### config.mk
export PLATFORM = sky130hd
export DESIGN_NAME = ep_fifo_top
export DESIGN_NICKNAME = d
export VERILOG_FILES = /design/src/rtl/ep_fifo_pkg.sv /design/src/rtl/ep_buf_ram.sv /design/src/rtl/ep_fifo_top.sv /design/src/rtl/ep_ptr_ctl.sv /design/src/rtl/ep_ram_arb.sv
export SDC_FILE = /design/constraint.sdc
export NUM_CORES = 2
export LEC_CHECK = 0
export BUFFER_PORTS_ARGS = -buffer_cell sky130_fd_sc_hd__buf_2
export CAP_MARGIN = 5
export CORE_MARGIN = 5
export CORE_UTILIZATION = 55
export DETAILED_ROUTE_END_ITERATION = 7
export PLACE_DENSITY = 0.71
export SLEW_MARGIN = 5
export SYNTH_ARGS = -nofsm -noshare
export SYNTH_HDL_FRONTEND = slang
export SYNTH_SLANG_ARGS = --single-unit
export TNS_END_PERCENT = 30
### constraint.sdc
create_clock -name fifoClk -period 7.5 [get_ports fifoClk]
set_input_delay 0.75 -clock fifoClk [delete_from_list [all_inputs] [get_ports fifoClk]]
set_output_delay 0.75 -clock fifoClk [all_outputs]
set_load 0.005 [all_outputs]
### src/rtl/ep_fifo_pkg.sv
// Shared widths and packed request and response structs for the endpoint FIFO
package ep_fifo_pkg;

  // ----------------------------------------------------------------------
  // Widths
  // ----------------------------------------------------------------------

  // Data word carried per strobe
  localparam int DATA_W = 32;

  // One enable bit per data byte
  localparam int BE_W = DATA_W / 8;

  // Endpoint number, four endpoints
  localparam int EP_ID_W = 2;
  localparam int NUM_EP = 1 << EP_ID_W;

  // Shared RAM address, wide enough for the deepest endpoint setting
  localparam int RAM_AW = 8;

  // ----------------------------------------------------------------------
  // Producer side
  // ----------------------------------------------------------------------

  // Write request, 38 bits
  typedef struct packed {
    logic [EP_ID_W-1:0] ep;
    logic [BE_W-1:0]    be;
    logic [DATA_W-1:0]  data;
  } ep_wr_t;

  // ----------------------------------------------------------------------
  // RAM side
  // ----------------------------------------------------------------------

  // One access to the single RAM port, 48 bits
  // For writes, be holds the byte lanes to store
  // For reads, be holds the byte enable returned with the response
  // ep only matters on reads, it tags the response
  typedef struct packed {
    logic               vld;
    logic               wr;
    logic [RAM_AW-1:0]  adr;
    logic [BE_W-1:0]    be;
    logic [DATA_W-1:0]  data;
    logic [EP_ID_W-1:0] ep;
  } ram_req_t;

  // ----------------------------------------------------------------------
  // Consumer side
  // ----------------------------------------------------------------------

  // Read response, 38 bits
  typedef struct packed {
    logic [EP_ID_W-1:0] ep;
    logic [BE_W-1:0]    be;
    logic [DATA_W-1:0]  data;
  } ep_rd_rsp_t;

endpackage

### src/rtl/ep_buf_ram.sv
// Single-port data RAM with byte-lane writes and registered read data
`timescale 1ns/1ns

module ep_buf_ram #(
  parameter int EP_AW = 4
) (
  input  logic                           fifoClk,
  input  logic                           ram_en,
  input  ep_fifo_pkg::ram_req_t          ram_req,
  output logic [ep_fifo_pkg::DATA_W-1:0] ram_rdata
);

  // Four endpoint regions back to back
  localparam int MEM_AW = EP_AW + ep_fifo_pkg::EP_ID_W;
  localparam int DEPTH  = 1 << MEM_AW;

  logic [ep_fifo_pkg::DATA_W-1:0] mem [DEPTH];

  logic [MEM_AW-1:0] adr;

  // Upper address bits stay zero for depths below the full RAM range
  assign adr = ram_req.adr[MEM_AW-1:0];

  always_ff @(posedge fifoClk) begin
    if (ram_en) begin
      if (ram_req.wr) begin
        // Only the enabled byte lanes change
        for (int b = 0; b < ep_fifo_pkg::BE_W; b++) begin
          if (ram_req.be[b]) begin
            mem[adr][8*b +: 8] <= ram_req.data[8*b +: 8];
          end
        end
      end else begin
        ram_rdata <= mem[adr];
      end
    end
  end

endmodule

### src/rtl/ep_fifo_top.sv
// Endpoint FIFO top level with pointer blocks, select decode, arbiter and RAM
`timescale 1ns/1ns

module ep_fifo_top #(
  parameter int EP_AW = 4
) (
  input  logic                             fifoClk,
  input  logic                             fifoRstn,
  input  logic                             wr_stb,
  input  ep_fifo_pkg::ep_wr_t              wr_req,
  input  logic                             rd_stb,
  input  logic [ep_fifo_pkg::EP_ID_W-1:0]  rd_ep,
  output logic                             rd_valid,
  output ep_fifo_pkg::ep_rd_rsp_t          rd_rsp,
  output logic [ep_fifo_pkg::NUM_EP-1:0]   ep_empty,
  output logic [ep_fifo_pkg::NUM_EP-1:0]   ep_full,
  output logic [ep_fifo_pkg::NUM_EP-1:0]   ep_almost_full,
  output logic [ep_fifo_pkg::NUM_EP-1:0]   ep_almost_empty
);

  localparam int NUM_EP = ep_fifo_pkg::NUM_EP;

  // One-hot endpoint selects
  logic [NUM_EP-1:0] wr_sel;
  logic [NUM_EP-1:0] rd_sel;

  // Masked per-endpoint returns
  logic [NUM_EP-1:0]               wr_acc_ep;
  logic [NUM_EP-1:0]               rd_acc_ep;
  logic [ep_fifo_pkg::RAM_AW-1:0]  wr_adr_ep [NUM_EP];
  logic [ep_fifo_pkg::RAM_AW-1:0]  rd_adr_ep [NUM_EP];
  logic [ep_fifo_pkg::BE_W-1:0]    rsp_be_ep [NUM_EP];

  // Merged values for the addressed endpoint
  logic [ep_fifo_pkg::RAM_AW-1:0] wr_adr;
  logic [ep_fifo_pkg::RAM_AW-1:0] rd_adr;
  logic [ep_fifo_pkg::BE_W-1:0]   rsp_be;
  logic                           wr_acc;
  logic                           rd_acc;

  ep_fifo_pkg::ram_req_t wr_ram;
  ep_fifo_pkg::ram_req_t rd_ram;
  ep_fifo_pkg::ram_req_t ram_req;
  logic                  ram_en;
  logic [ep_fifo_pkg::DATA_W-1:0] ram_rdata;

  // ----------------------------------------------------------------------
  // Endpoint pointer blocks
  // ----------------------------------------------------------------------

  for (genvar i = 0; i < NUM_EP; i++) begin : g_ep
    assign wr_sel[i] = wr_stb & (wr_req.ep == i);
    assign rd_sel[i] = rd_stb & (rd_ep == i);

    // Region i starts at i times the endpoint depth
    ep_ptr_ctl #(
      .EP_AW   (EP_AW),
      .EP_BASE (ep_fifo_pkg::RAM_AW'(i << EP_AW))
    ) u_ep_ptr_ctl (
      .fifoClk      (fifoClk),
      .fifoRstn     (fifoRstn),
      .wr_sel       (wr_sel[i]),
      .rd_sel       (rd_sel[i]),
      .wr_be        (wr_req.be),
      .wr_adr       (wr_adr_ep[i]),
      .rd_adr       (rd_adr_ep[i]),
      .wr_acc       (wr_acc_ep[i]),
      .rd_acc       (rd_acc_ep[i]),
      .empty        (ep_empty[i]),
      .full         (ep_full[i]),
      .almost_full  (ep_almost_full[i]),
      .almost_empty (ep_almost_empty[i]),
      .rsp_be       (rsp_be_ep[i])
    );
  end

  // Unselected blocks return zeros, so an OR picks the addressed one
  always_comb begin
    wr_adr = '0;
    rd_adr = '0;
    rsp_be = '0;
    for (int i = 0; i < NUM_EP; i++) begin
      wr_adr = wr_adr | wr_adr_ep[i];
      rd_adr = rd_adr | rd_adr_ep[i];
      rsp_be = rsp_be | rsp_be_ep[i];
    end
  end

  assign wr_acc = |wr_acc_ep;
  assign rd_acc = |rd_acc_ep;

  // ----------------------------------------------------------------------
  // RAM requests
  // ----------------------------------------------------------------------

  assign wr_ram = '{vld: wr_acc, wr: 1'b1, adr: wr_adr, be: wr_req.be,
                    data: wr_req.data, ep: wr_req.ep};

  // Read carries its response byte enable and endpoint as the tag
  assign rd_ram = '{vld: rd_acc, wr: 1'b0, adr: rd_adr, be: rsp_be,
                    data: '0, ep: rd_ep};

  ep_ram_arb u_ep_ram_arb (
    .fifoClk   (fifoClk),
    .fifoRstn  (fifoRstn),
    .wr_req    (wr_ram),
    .rd_req    (rd_ram),
    .wr_go     (wr_acc),
    .rd_go     (rd_acc),
    .ram_rdata (ram_rdata),
    .ram_req   (ram_req),
    .ram_en    (ram_en),
    .rd_valid  (rd_valid),
    .rd_rsp    (rd_rsp)
  );

  ep_buf_ram #(
    .EP_AW (EP_AW)
  ) u_ep_buf_ram (
    .fifoClk   (fifoClk),
    .ram_en    (ram_en),
    .ram_req   (ram_req),
    .ram_rdata (ram_rdata)
  );

endmodule

### src/rtl/ep_ptr_ctl.sv
// Per-endpoint pointer pair, status flags, last byte enable and RAM addresses
`timescale 1ns/1ns

module ep_ptr_ctl #(
  parameter int EP_AW = 4,
  parameter logic [ep_fifo_pkg::RAM_AW-1:0] EP_BASE = '0
) (
  input  logic                           fifoClk,
  input  logic                           fifoRstn,
  input  logic                           wr_sel,
  input  logic                           rd_sel,
  input  logic [ep_fifo_pkg::BE_W-1:0]   wr_be,
  output logic [ep_fifo_pkg::RAM_AW-1:0] wr_adr,
  output logic [ep_fifo_pkg::RAM_AW-1:0] rd_adr,
  output logic                           wr_acc,
  output logic                           rd_acc,
  output logic                           empty,
  output logic                           full,
  output logic                           almost_full,
  output logic                           almost_empty,
  output logic [ep_fifo_pkg::BE_W-1:0]   rsp_be
);

  // Zero fill from the endpoint offset up to the RAM address
  localparam int PAD_W = ep_fifo_pkg::RAM_AW - EP_AW;

  // Pointers carry a roll-over bit above the offset
  logic [EP_AW:0] wr_ptr;
  logic [EP_AW:0] rd_ptr;
  logic [EP_AW:0] wr_ptr_nxt;
  logic [EP_AW:0] rd_ptr_nxt;

  // Byte enable of the newest accepted write
  logic [ep_fifo_pkg::BE_W-1:0] last_be;

  logic low_eq;
  logic last_entry;

  // ----------------------------------------------------------------------
  // Flags
  // ----------------------------------------------------------------------

  assign wr_ptr_nxt = wr_ptr + 1'b1;
  assign rd_ptr_nxt = rd_ptr + 1'b1;

  assign low_eq = (wr_ptr[EP_AW-1:0] == rd_ptr[EP_AW-1:0]);

  // Same offset, roll-over bits tell full from empty
  assign empty = low_eq & (wr_ptr[EP_AW] == rd_ptr[EP_AW]);
  assign full  = low_eq & (wr_ptr[EP_AW] != rd_ptr[EP_AW]);

  // One more write would fill the endpoint
  assign almost_full = (wr_ptr_nxt[EP_AW-1:0] == rd_ptr[EP_AW-1:0]) &
                       (wr_ptr_nxt[EP_AW] != rd_ptr[EP_AW]);

  // One more read would drain it
  assign almost_empty = (rd_ptr_nxt == wr_ptr);

  // ----------------------------------------------------------------------
  // Accepts and addresses, zero unless this endpoint is selected
  // ----------------------------------------------------------------------

  // Full endpoint drops the write, empty endpoint drops the read
  assign wr_acc = wr_sel & ~full;
  assign rd_acc = rd_sel & ~empty;

  assign wr_adr = {ep_fifo_pkg::RAM_AW{wr_sel}} &
                  (EP_BASE + {{PAD_W{1'b0}}, wr_ptr[EP_AW-1:0]});
  assign rd_adr = {ep_fifo_pkg::RAM_AW{rd_sel}} &
                  (EP_BASE + {{PAD_W{1'b0}}, rd_ptr[EP_AW-1:0]});

  // Read drains the endpoint only if no write lands in the same cycle
  assign last_entry = almost_empty & ~wr_acc;

  // Final entry returns the stored byte enable, any other entry all ones
  assign rsp_be = {ep_fifo_pkg::BE_W{rd_sel}} &
                  (last_entry ? last_be : {ep_fifo_pkg::BE_W{1'b1}});

  // ----------------------------------------------------------------------
  // Pointer update
  // ----------------------------------------------------------------------

  always_ff @(posedge fifoClk or negedge fifoRstn) begin
    if (!fifoRstn) begin
      wr_ptr <= '0;
      rd_ptr <= '0;
    end else begin
      if (wr_acc) begin
        wr_ptr <= wr_ptr_nxt;
      end
      if (rd_acc) begin
        rd_ptr <= rd_ptr_nxt;
      end
    end
  end

  // Kept for the response that empties the endpoint
  always_ff @(posedge fifoClk or negedge fifoRstn) begin
    if (!fifoRstn) begin
      last_be <= '0;
    end else if (wr_acc) begin
      last_be <= wr_be;
    end
  end

endmodule

### src/rtl/ep_ram_arb.sv
// RAM port arbiter with write priority, one-entry read hold and response tagging
`timescale 1ns/1ns

module ep_ram_arb (
  input  logic                          fifoClk,
  input  logic                          fifoRstn,
  input  ep_fifo_pkg::ram_req_t         wr_req,
  input  ep_fifo_pkg::ram_req_t         rd_req,
  input  logic                          wr_go,
  input  logic                          rd_go,
  input  logic [ep_fifo_pkg::DATA_W-1:0] ram_rdata,
  output ep_fifo_pkg::ram_req_t         ram_req,
  output logic                          ram_en,
  output logic                          rd_valid,
  output ep_fifo_pkg::ep_rd_rsp_t       rd_rsp
);

  // Read parked behind a colliding write
  ep_fifo_pkg::ram_req_t rd_hold;
  logic                  hold_vld;

  logic sel_hold;
  logic sel_new;

  // Tag of the read sitting in the RAM output register
  logic                              rsp_pend;
  logic [ep_fifo_pkg::EP_ID_W-1:0]   rsp_ep;
  logic [ep_fifo_pkg::BE_W-1:0]      rsp_be;

  // ----------------------------------------------------------------------
  // Grant
  // ----------------------------------------------------------------------

  // Write first, then the parked read, then a fresh read
  assign sel_hold = hold_vld & ~wr_go;
  assign sel_new  = rd_go & ~wr_go & ~hold_vld;

  always_comb begin
    if (wr_go) begin
      ram_req = wr_req;
    end else if (sel_hold) begin
      ram_req = rd_hold;
    end else begin
      ram_req = rd_req;
    end
  end

  // Idle cycles leave vld low from the masked read request
  assign ram_en = ram_req.vld;

  // ----------------------------------------------------------------------
  // Hold register
  // ----------------------------------------------------------------------

  always_ff @(posedge fifoClk or negedge fifoRstn) begin
    if (!fifoRstn) begin
      hold_vld <= 1'b0;
    end else if (rd_go && !sel_new) begin
      hold_vld <= 1'b1;
    end else if (sel_hold) begin
      hold_vld <= 1'b0;
    end
  end

  always_ff @(posedge fifoClk) begin
    if (rd_go && !sel_new) begin
      rd_hold <= rd_req;
    end
  end

  // ----------------------------------------------------------------------
  // Response
  // ----------------------------------------------------------------------

  // Stage one follows the RAM read register
  // Stage two pairs the tag with the read data
  always_ff @(posedge fifoClk or negedge fifoRstn) begin
    if (!fifoRstn) begin
      rsp_pend <= 1'b0;
      rd_valid <= 1'b0;
    end else begin
      rsp_pend <= ram_en & ~ram_req.wr;
      rd_valid <= rsp_pend;
    end
  end

  always_ff @(posedge fifoClk) begin
    if (ram_en && !ram_req.wr) begin
      rsp_ep <= ram_req.ep;
      rsp_be <= ram_req.be;
    end
    if (rsp_pend) begin
      rd_rsp.ep   <= rsp_ep;
      rd_rsp.be   <= rsp_be;
      rd_rsp.data <= ram_rdata;
    end
  end

endmodule

# [Word level (Yosys, flattened, before mapping)]
# Memory sizes are Yosys's and may differ from the RTL's. A register that Yosys moved wholly into a read port is not among the register bits.
# Index checks and enable logic that the tools add are counted.
# Widths: inputs -> output; s select.
[op_classes] n_eq_ne=30 mux=24 n_bitwise=72 add_sub_neg=14 reduce_logical=10
[ops] op="$mux 48" count=2
[ops] op="$and 8x8->8" count=6
[ops] op="$or 8x8->8" count=6
[ops] op="$add 5x1->5 const B" count=8
[ops] op="$and 1x1->1" count=36
[ops] op="$eq 4x4->1" count=8
[ops] op="$add 6x4->7 const A" count=4
[ops] op="$eq 5x5->1" count=4
[ops] op="$mux 1" count=18
[ops] op="$and 4x4->4" count=4
[ops] op="$and 8x4->8" count=2
[ops] op="$mux 4" count=4
[ops] op="$not 1->1" count=15
[ops] op="$add 5x4->6 const A" count=2
[ops] op="$or 4x4->4" count=3
[ops] op="$eq 2x2->1 const B" count=4
[ops] op="$ne 1x1->1" count=8
[ops] op="$reduce_or 4->1" count=2
[ops] op="$eq 1x1->1" count=4
[ops] op="$eq 2x1->1 const B" count=2
[ops] op="$logic_not 2->1" count=2
[ops] op="$logic_and 1x1->1" count=2
[ops] op="$logic_not 1->1" count=2
[ops] op="$reduce_and 2->1" count=1
[ops] op="$reduce_bool 2->1" count=1
[totals] mem_bits_rw=2048 in_bits=44 mem_count=1 wordCells=175 reg_bits=118
[mem_list] memory="u_ep_buf_ram.mem" depth=64 width=32 rd=1 rd_ports_with_merged_regs=1 write_ports=1 line_no="ep_buf_ram.sv:17" rtl="logic [ep_fifo_pkg::DATA_W-1:0] mem [DEPTH];"

# [Longest topological paths before layout]
[depth] word_depth=17 ltp_mapped=14 mapped_depth_nobuf=10

# [By module]
# A second synthesis with hierarchy kept.
[hier_totals] hier_cells=5364 area_unflattened_um2=87913.1
[by_module_without_submodules] mod="ep_buf_ram" n_inst=1 cells_per_inst=4670 area_each_um2=79657.6
[by_module_without_submodules] mod="ep_ram_arb" n_inst=1 cells_per_inst=260 area_each_um2=3892.5
[by_module_without_submodules] mod="ep_ptr_ctl (g_ep[2].u_ep_ptr_ctl ...)" n_inst=2 cells_per_inst=103 area_each_um2=1048.5
[by_module_without_submodules] mod="ep_ptr_ctl (g_ep[0].u_ep_ptr_ctl)" n_inst=1 cells_per_inst=100 area_each_um2=1018.5
[by_module_without_submodules] mod="ep_ptr_ctl (g_ep[1].u_ep_ptr_ctl)" n_inst=1 cells_per_inst=96 area_each_um2=1012.2
[by_module_without_submodules] mod="ep_fifo_top" n_inst=1 cells_per_inst=32 area_each_um2=235.2

# [Least setup slack after synthesis]
# OpenSTA, ideal clock, no wires.
[synth_timing] path_kind="input to register" start="input wr_req[37] (netlist name)" end="register u_ep_buf_ram.ram_rdata[0] (netlist name), read port of u_ep_buf_ram.mem (enable)" t_arrival_ns=4.379 setup_slack_ns=2.687 stages=10 required_time_ns=7.066 setup_time_ns=0.434 path_cell_list="clkbuf_1 -> nand3b_1 -> o21ba_1 -> buf_2 -> or4_1 -> buf_4 -> buf_2 -> clkbuf_1 -> clkbuf_1 -> nor2_1"
[synth_between] elab_chain_len=9 word_cells_on_any_way=26 classes_between="eq/ne (3); mux (2); bitwise (18); reduce/logical (3)"
[synth_lines] element="start, declared" line_no="ep_fifo_top.sv:10" rtl="input ep_fifo_pkg::ep_wr_t wr_req,"
[synth_lines] element="$eq 2x1->1, or another cell as far along" line_no="ep_fifo_top.sv:52" rtl="assign wr_sel[i] = wr_stb & (wr_req.ep == i);"
[synth_lines] element="$and 1x1->1" line_no="ep_fifo_top.sv:52"
[synth_lines] element="$and 1x1->1" line_no="ep_ptr_ctl.sv:64" rtl="assign wr_acc = wr_sel & ~full;"
[synth_lines] element="$reduce_or 4->1" line_no="ep_fifo_top.sv:89" rtl="assign wr_acc = |wr_acc_ep;"
[synth_lines] element="$not 1->1" line_no="ep_ram_arb.sv:35" rtl="assign sel_hold = hold_vld & ~wr_go;"
[synth_lines] element="$and 1x1->1" line_no="ep_ram_arb.sv:35"
[synth_lines] element="$mux 48" line_no="ep_ram_arb.sv:41" rtl="end else if (sel_hold) begin"
[synth_lines] element="$mux 48 (*)" line_no="ep_ram_arb.sv:39" rtl="if (wr_go) begin"
[synth_lines] element="$reduce_and 2->1 (no line)"
[synth_lines] element="end, declared" line_no="ep_buf_ram.sv:10" rtl="output logic [ep_fifo_pkg::DATA_W-1:0] ram_rdata"
# Mark *: on every way between the ends. The rest lies on a longest branch, timed or not.
# A chain may end at the register's enable or synchronous reset.

# [Final worst setup path]
[layout_timing] start="register g_ep[1].u_ep_ptr_ctl.wr_ptr[2]" end="register u_ep_buf_ram.ram_rdata[8] (netlist name), read port of u_ep_buf_ram.mem, data pin"
[layout_between] elab_chain_len=10 word_cells_on_any_way=20 classes_between="add/sub (1); eq/ne (1); mux (2); bitwise (13); reduce/logical (3)"
[layout_lines] element="start, declared" line_no="ep_ptr_ctl.sv:28" rtl="logic [EP_AW:0] wr_ptr;"
[layout_lines] element="start signal, assigned" line_no="ep_ptr_ctl.sv:89" rtl="wr_ptr <= wr_ptr_nxt;"
[layout_lines] element="$eq 4x4->1" line_no="ep_ptr_ctl.sv:46" rtl="assign low_eq = (wr_ptr[EP_AW-1:0] == rd_ptr[EP_AW-1:0]);"
[layout_lines] element="$and 1x1->1" line_no="ep_ptr_ctl.sv:50" rtl="assign full = low_eq & (wr_ptr[EP_AW] != rd_ptr[EP_AW]);"
[layout_lines] element="$not 1->1" line_no="ep_ptr_ctl.sv:64"
[layout_lines] element="$and 1x1->1" line_no="ep_ptr_ctl.sv:64"
[layout_lines] element="$reduce_or 4->1" line_no="ep_fifo_top.sv:89"
[layout_lines] element="$not 1->1" line_no="ep_ram_arb.sv:35"
[layout_lines] element="$and 1x1->1" line_no="ep_ram_arb.sv:35"
[layout_lines] element="$mux 48" line_no="ep_ram_arb.sv:41"
[layout_lines] element="$mux 48 (*)" line_no="ep_ram_arb.sv:39"
[layout_lines] element="$reduce_and 2->1 (no line)"
# Marks and branches as above.

==> impl_results.md <==
* Cell count after placement at 8220
* Fraction of power spent switching nets at 33.2%
* Area fraction of the dominant cell type after synthesis at 69.8%
* Grt ovf at 0
* Layout Nets at 6284
* Syn avg cell area at 14.6 µm²
* CP Launch Type: flop
* Worst IR Drop VDD at 0.000361 V
* IO buf count at 98
* Slew Limit Headroom at 13.0%
* Crit. End Element: flop
* Synth unique cells at 57
* Die W at 419 µm
* Site row count at 150
* Resize count post-CTS at 0
* Most frequent cell after synthesis: edfxtp_1
* CTS Sinks at 2196
* Setup violations, final at 0
* Min-Delay Path Class: input port to async pin
* Io pins at 99
* # Post-CTS Setup Buffers at 0
* Vias in the first global route at 56000
* Synth area leader: edfxtp_1
* CTS tree: done
* Worst r2r path cells at 12
* CTS buffer count at 214
* Share of layout cells above drive strength 1 at 11.4%
* Die H at 419 µm
* Post-Syn Area at 92000 µm²
* Critical Path Fanout Max at 66
* CTS root buf: clkbuf_16
* Layout filler cell count at 12100
* Worst path required time at 8.00 ns
* CTS Hold Bufs at 0
* Sequential power share at 42.8%
* Final min period at 6.48 ns
* Hpwl dp at 149000 µm
* Drt wl/cell at 30.3 µm
* Initial antenna violation count at 18
* Initial DRC count at 8336
* Status: complete, no violations
* Via-per-instance ratio at 6.81
* Max-slew violation count at 0
* Skew final at 0.0479 ns
* Non-Filler Instances at 8621
* Reg area at 65600 µm²
* Cell count after synthesis at 6307
* Synth Flop Type: edfxtp_1
* Post-Route WL at 261000 µm
* Crit path top cell by count: buf_12
* Layout area overhead at 10.3%
* Post-synthesis sequential area ratio at 71.4%
* Max cap viols at 0
* Worst reg2reg startpoint: g_ep[1].u_ep_ptr_ctl.wr_ptr[2]
* P_sw at 11400 µW
* R2r setup slk at 1.02 ns
* Arr. time, crit path at 6.99 ns
* Die area at 176000 µm²
* Pwr/cell area at 338 nW/µm²
* Async SR Flop Fraction at 2.69%
* Int Pwr at 22900 µW
* Leading cell types by count after synthesis: edfxtp_1 (2137), nand3_1 (625), nand2_1 (619)
* Setup TNS at 0 ns
* Placer Congestion at 0.882
* Tot GR Track Use at 29.1%
* Crit-path cells: xnor2_1 > nand4b_1 > o21ba_1 > nor4_4 > buf_12 > buf_12 > buf_4 > mux2i_1 > a2111oi_0 > a31oi_1 > nor4_1 > nand4_1
* Placement Setup Slack at 1.03 ns
* Skew-Pair Late Insertion Delay at 0.85 ns
* EDFF count, synth at 2137
* Pin count of the biggest net entering global routing at 134
* Setup Crit Path Kind: flop to flop
* Ys Warns at 0
* Clk network pwr share at 31.8%
* Clk buf depth at 3
* H-tree levels at 4
* Static leakage at 0.0324 µW
* Core area at 167000 µm²
* Max incr delay on CP at 1.07 ns
* Slew @ Worst Pin at 1.31 ns
* Final WS setup at 1.02 ns
* Max Fclk at 0.154 GHz
* Residual DRC at 0
* Crit share post-route at 86.4%
* CP startpoint: g_ep[1].u_ep_ptr_ctl.wr_ptr[2]
* R2r endpoint: u_ep_buf_ram.ram_rdata[8]
* First-pass GRT wire length at 378000 µm
* Mapped Nets at 6359
* Comb pwr share at 25.4%
* FF+latch count, synth at 2196
* First-pass detailed-route iteration total at 7
* Vias at 58700
* Area of the multi-input gates at 24300 µm²
* Critical Path Sink: u_ep_buf_ram.ram_rdata[8]
* Slowest CP cell: a2111oi_0
* Initial Utilization at 55.2%
* Number of nets with antenna violations after routing at 0
* Clock transition at path regs at 0.07 ns
* Largest cells by area after synthesis: edfxtp_1 (70%), mux2i_1 (6.4%), a22oi_1 (4.2%)
* RSZ-0062 raised after global routing: false
* Final Hold Fails at 0
[stage by stage]
step | cell area, µm² | hold WS (ns) | utilization [%] | power, µW
after floorplan | 92000 | 0.400 | - | 20000
after global placement | 94300 | 0.415 | 56.6 | 23300
after detailed placement | 94300 | 0.408 | 56.6 | 23400
after CTS | 101000 | 0.0654 | 60.9 | 34100
after global routing | 101000 | 0.136 | 60.9 | 35300
final | 101000 | 0.0522 | 60.9 | 34300
[cell families after synthesis]
| kind of cell | Yosys count | share of synthesized area, % |
|---|---|---|
| mux | 622 | 6.92 |
| simple gates | 1740 | 8.45 |
| fa+ha+maj | 9 | 0.120 |
| buf+inv | 513 | 2.61 |
| flops | 2196 | 71.4 |
| compound gates | 1146 | 9.72 |
| xor+xnor | 81 | 0.812 |
[worst max-delay path: cells and delay by family, from the launching register on]
kind | cells | cell delay (ns)
mux | 1 | 0.19
simple gates | 4 | 1.50
buf+inv | 3 | 1.73
xor+xnor | 1 | 0.18
compound gates | 3 | 1.84
flops | 1 | 0.63
[placed cells by master (no fill, tap or decap), types with 98 or more instances in the layout]
cell type / n
nor2_1: 322
nand2_1: 619
a22oi_1: 513
clkbuf_16: 219
a31oi_1: 194
buf_2: 98
nand3_1: 617
edfxtp_1: 2137
buf_4: 101
mux2i_1: 585
a2111oi_0: 166
[metal layers]
metal / up-vias / GRT usage (%) / share of wire (%)
met3: 691 / 5.52 / 10
met1: 29500 / 39.3 / 37
met2: 3801 / 46.5 / 47
li1: 24800 / - / -
met4: 10 / 13.1 / 4.9
met5: - / 0 / 0.023
[power by group through the flow]
stage	registers, µW	clock network [µW]	logic [µW]
6_report	14700	10900	8700
5_1_grt	14700	11500	9080
3_5_place_dp	14900	0	8520
2_1_floorplan	14600	0	5390
4_1_cts	14600	10900	8550
3_3_place_gp	14900	0	8400
[state kept, by name, indices dropped and copies added (netlist names)]
register and count:
u_ep_buf_ram.mem 2048, u_ep_ram_arb.rd_rsp 38, u_ep_ram_arb.rsp_ep 2, u_ep_ram_arb.rd_valid 1, u_ep_ram_arb.rsp_be 4, u_ep_ram_arb.rsp_pend 1, g_ep.u_ep_ptr_ctl.last_be 16, u_ep_ram_arb.hold_vld 1
u_ep_ram_arb.rd_hold 13, u_ep_buf_ram.ram_rdata 32, g_ep.u_ep_ptr_ctl.rd_ptr 20, g_ep.u_ep_ptr_ctl.wr_ptr 20
[worst min path at each step]
| stage | slack, ns | to |
|---|---|---|
| 3_3_place_gp | 0.42 | u_ep_ram_arb.rd_rsp[34] |
| 4_1_cts | 0.07 | g_ep[3].u_ep_ptr_ctl.wr_ptr[4] |
| 5_1_grt | 0.14 | g_ep[3].u_ep_ptr_ctl.wr_ptr[4] |
| 3_5_place_dp | 0.41 | u_ep_ram_arb.rd_rsp[20] |
| 2_1_floorplan | 0.40 | u_ep_ram_arb.rd_rsp[0] |
| 6_report | 0.05 | g_ep[3].u_ep_ptr_ctl.wr_ptr[4] |
[layout make-up]
class / count / share of cell area, %
Inverter: 4 / 0.0148
Antenna cell: 11 / 0.0271
Timing Repair Buffer: 218 / 1.61
Clock buffer: 262 / 5.58
Sequential cell: 2196 / 64.7
Clock inverter: 128 / 1.42
Tap cell: 2204 / 2.72
Multi-Input combinational cell: 3598 / 23.9
Power figures use the tool's default switching activity.
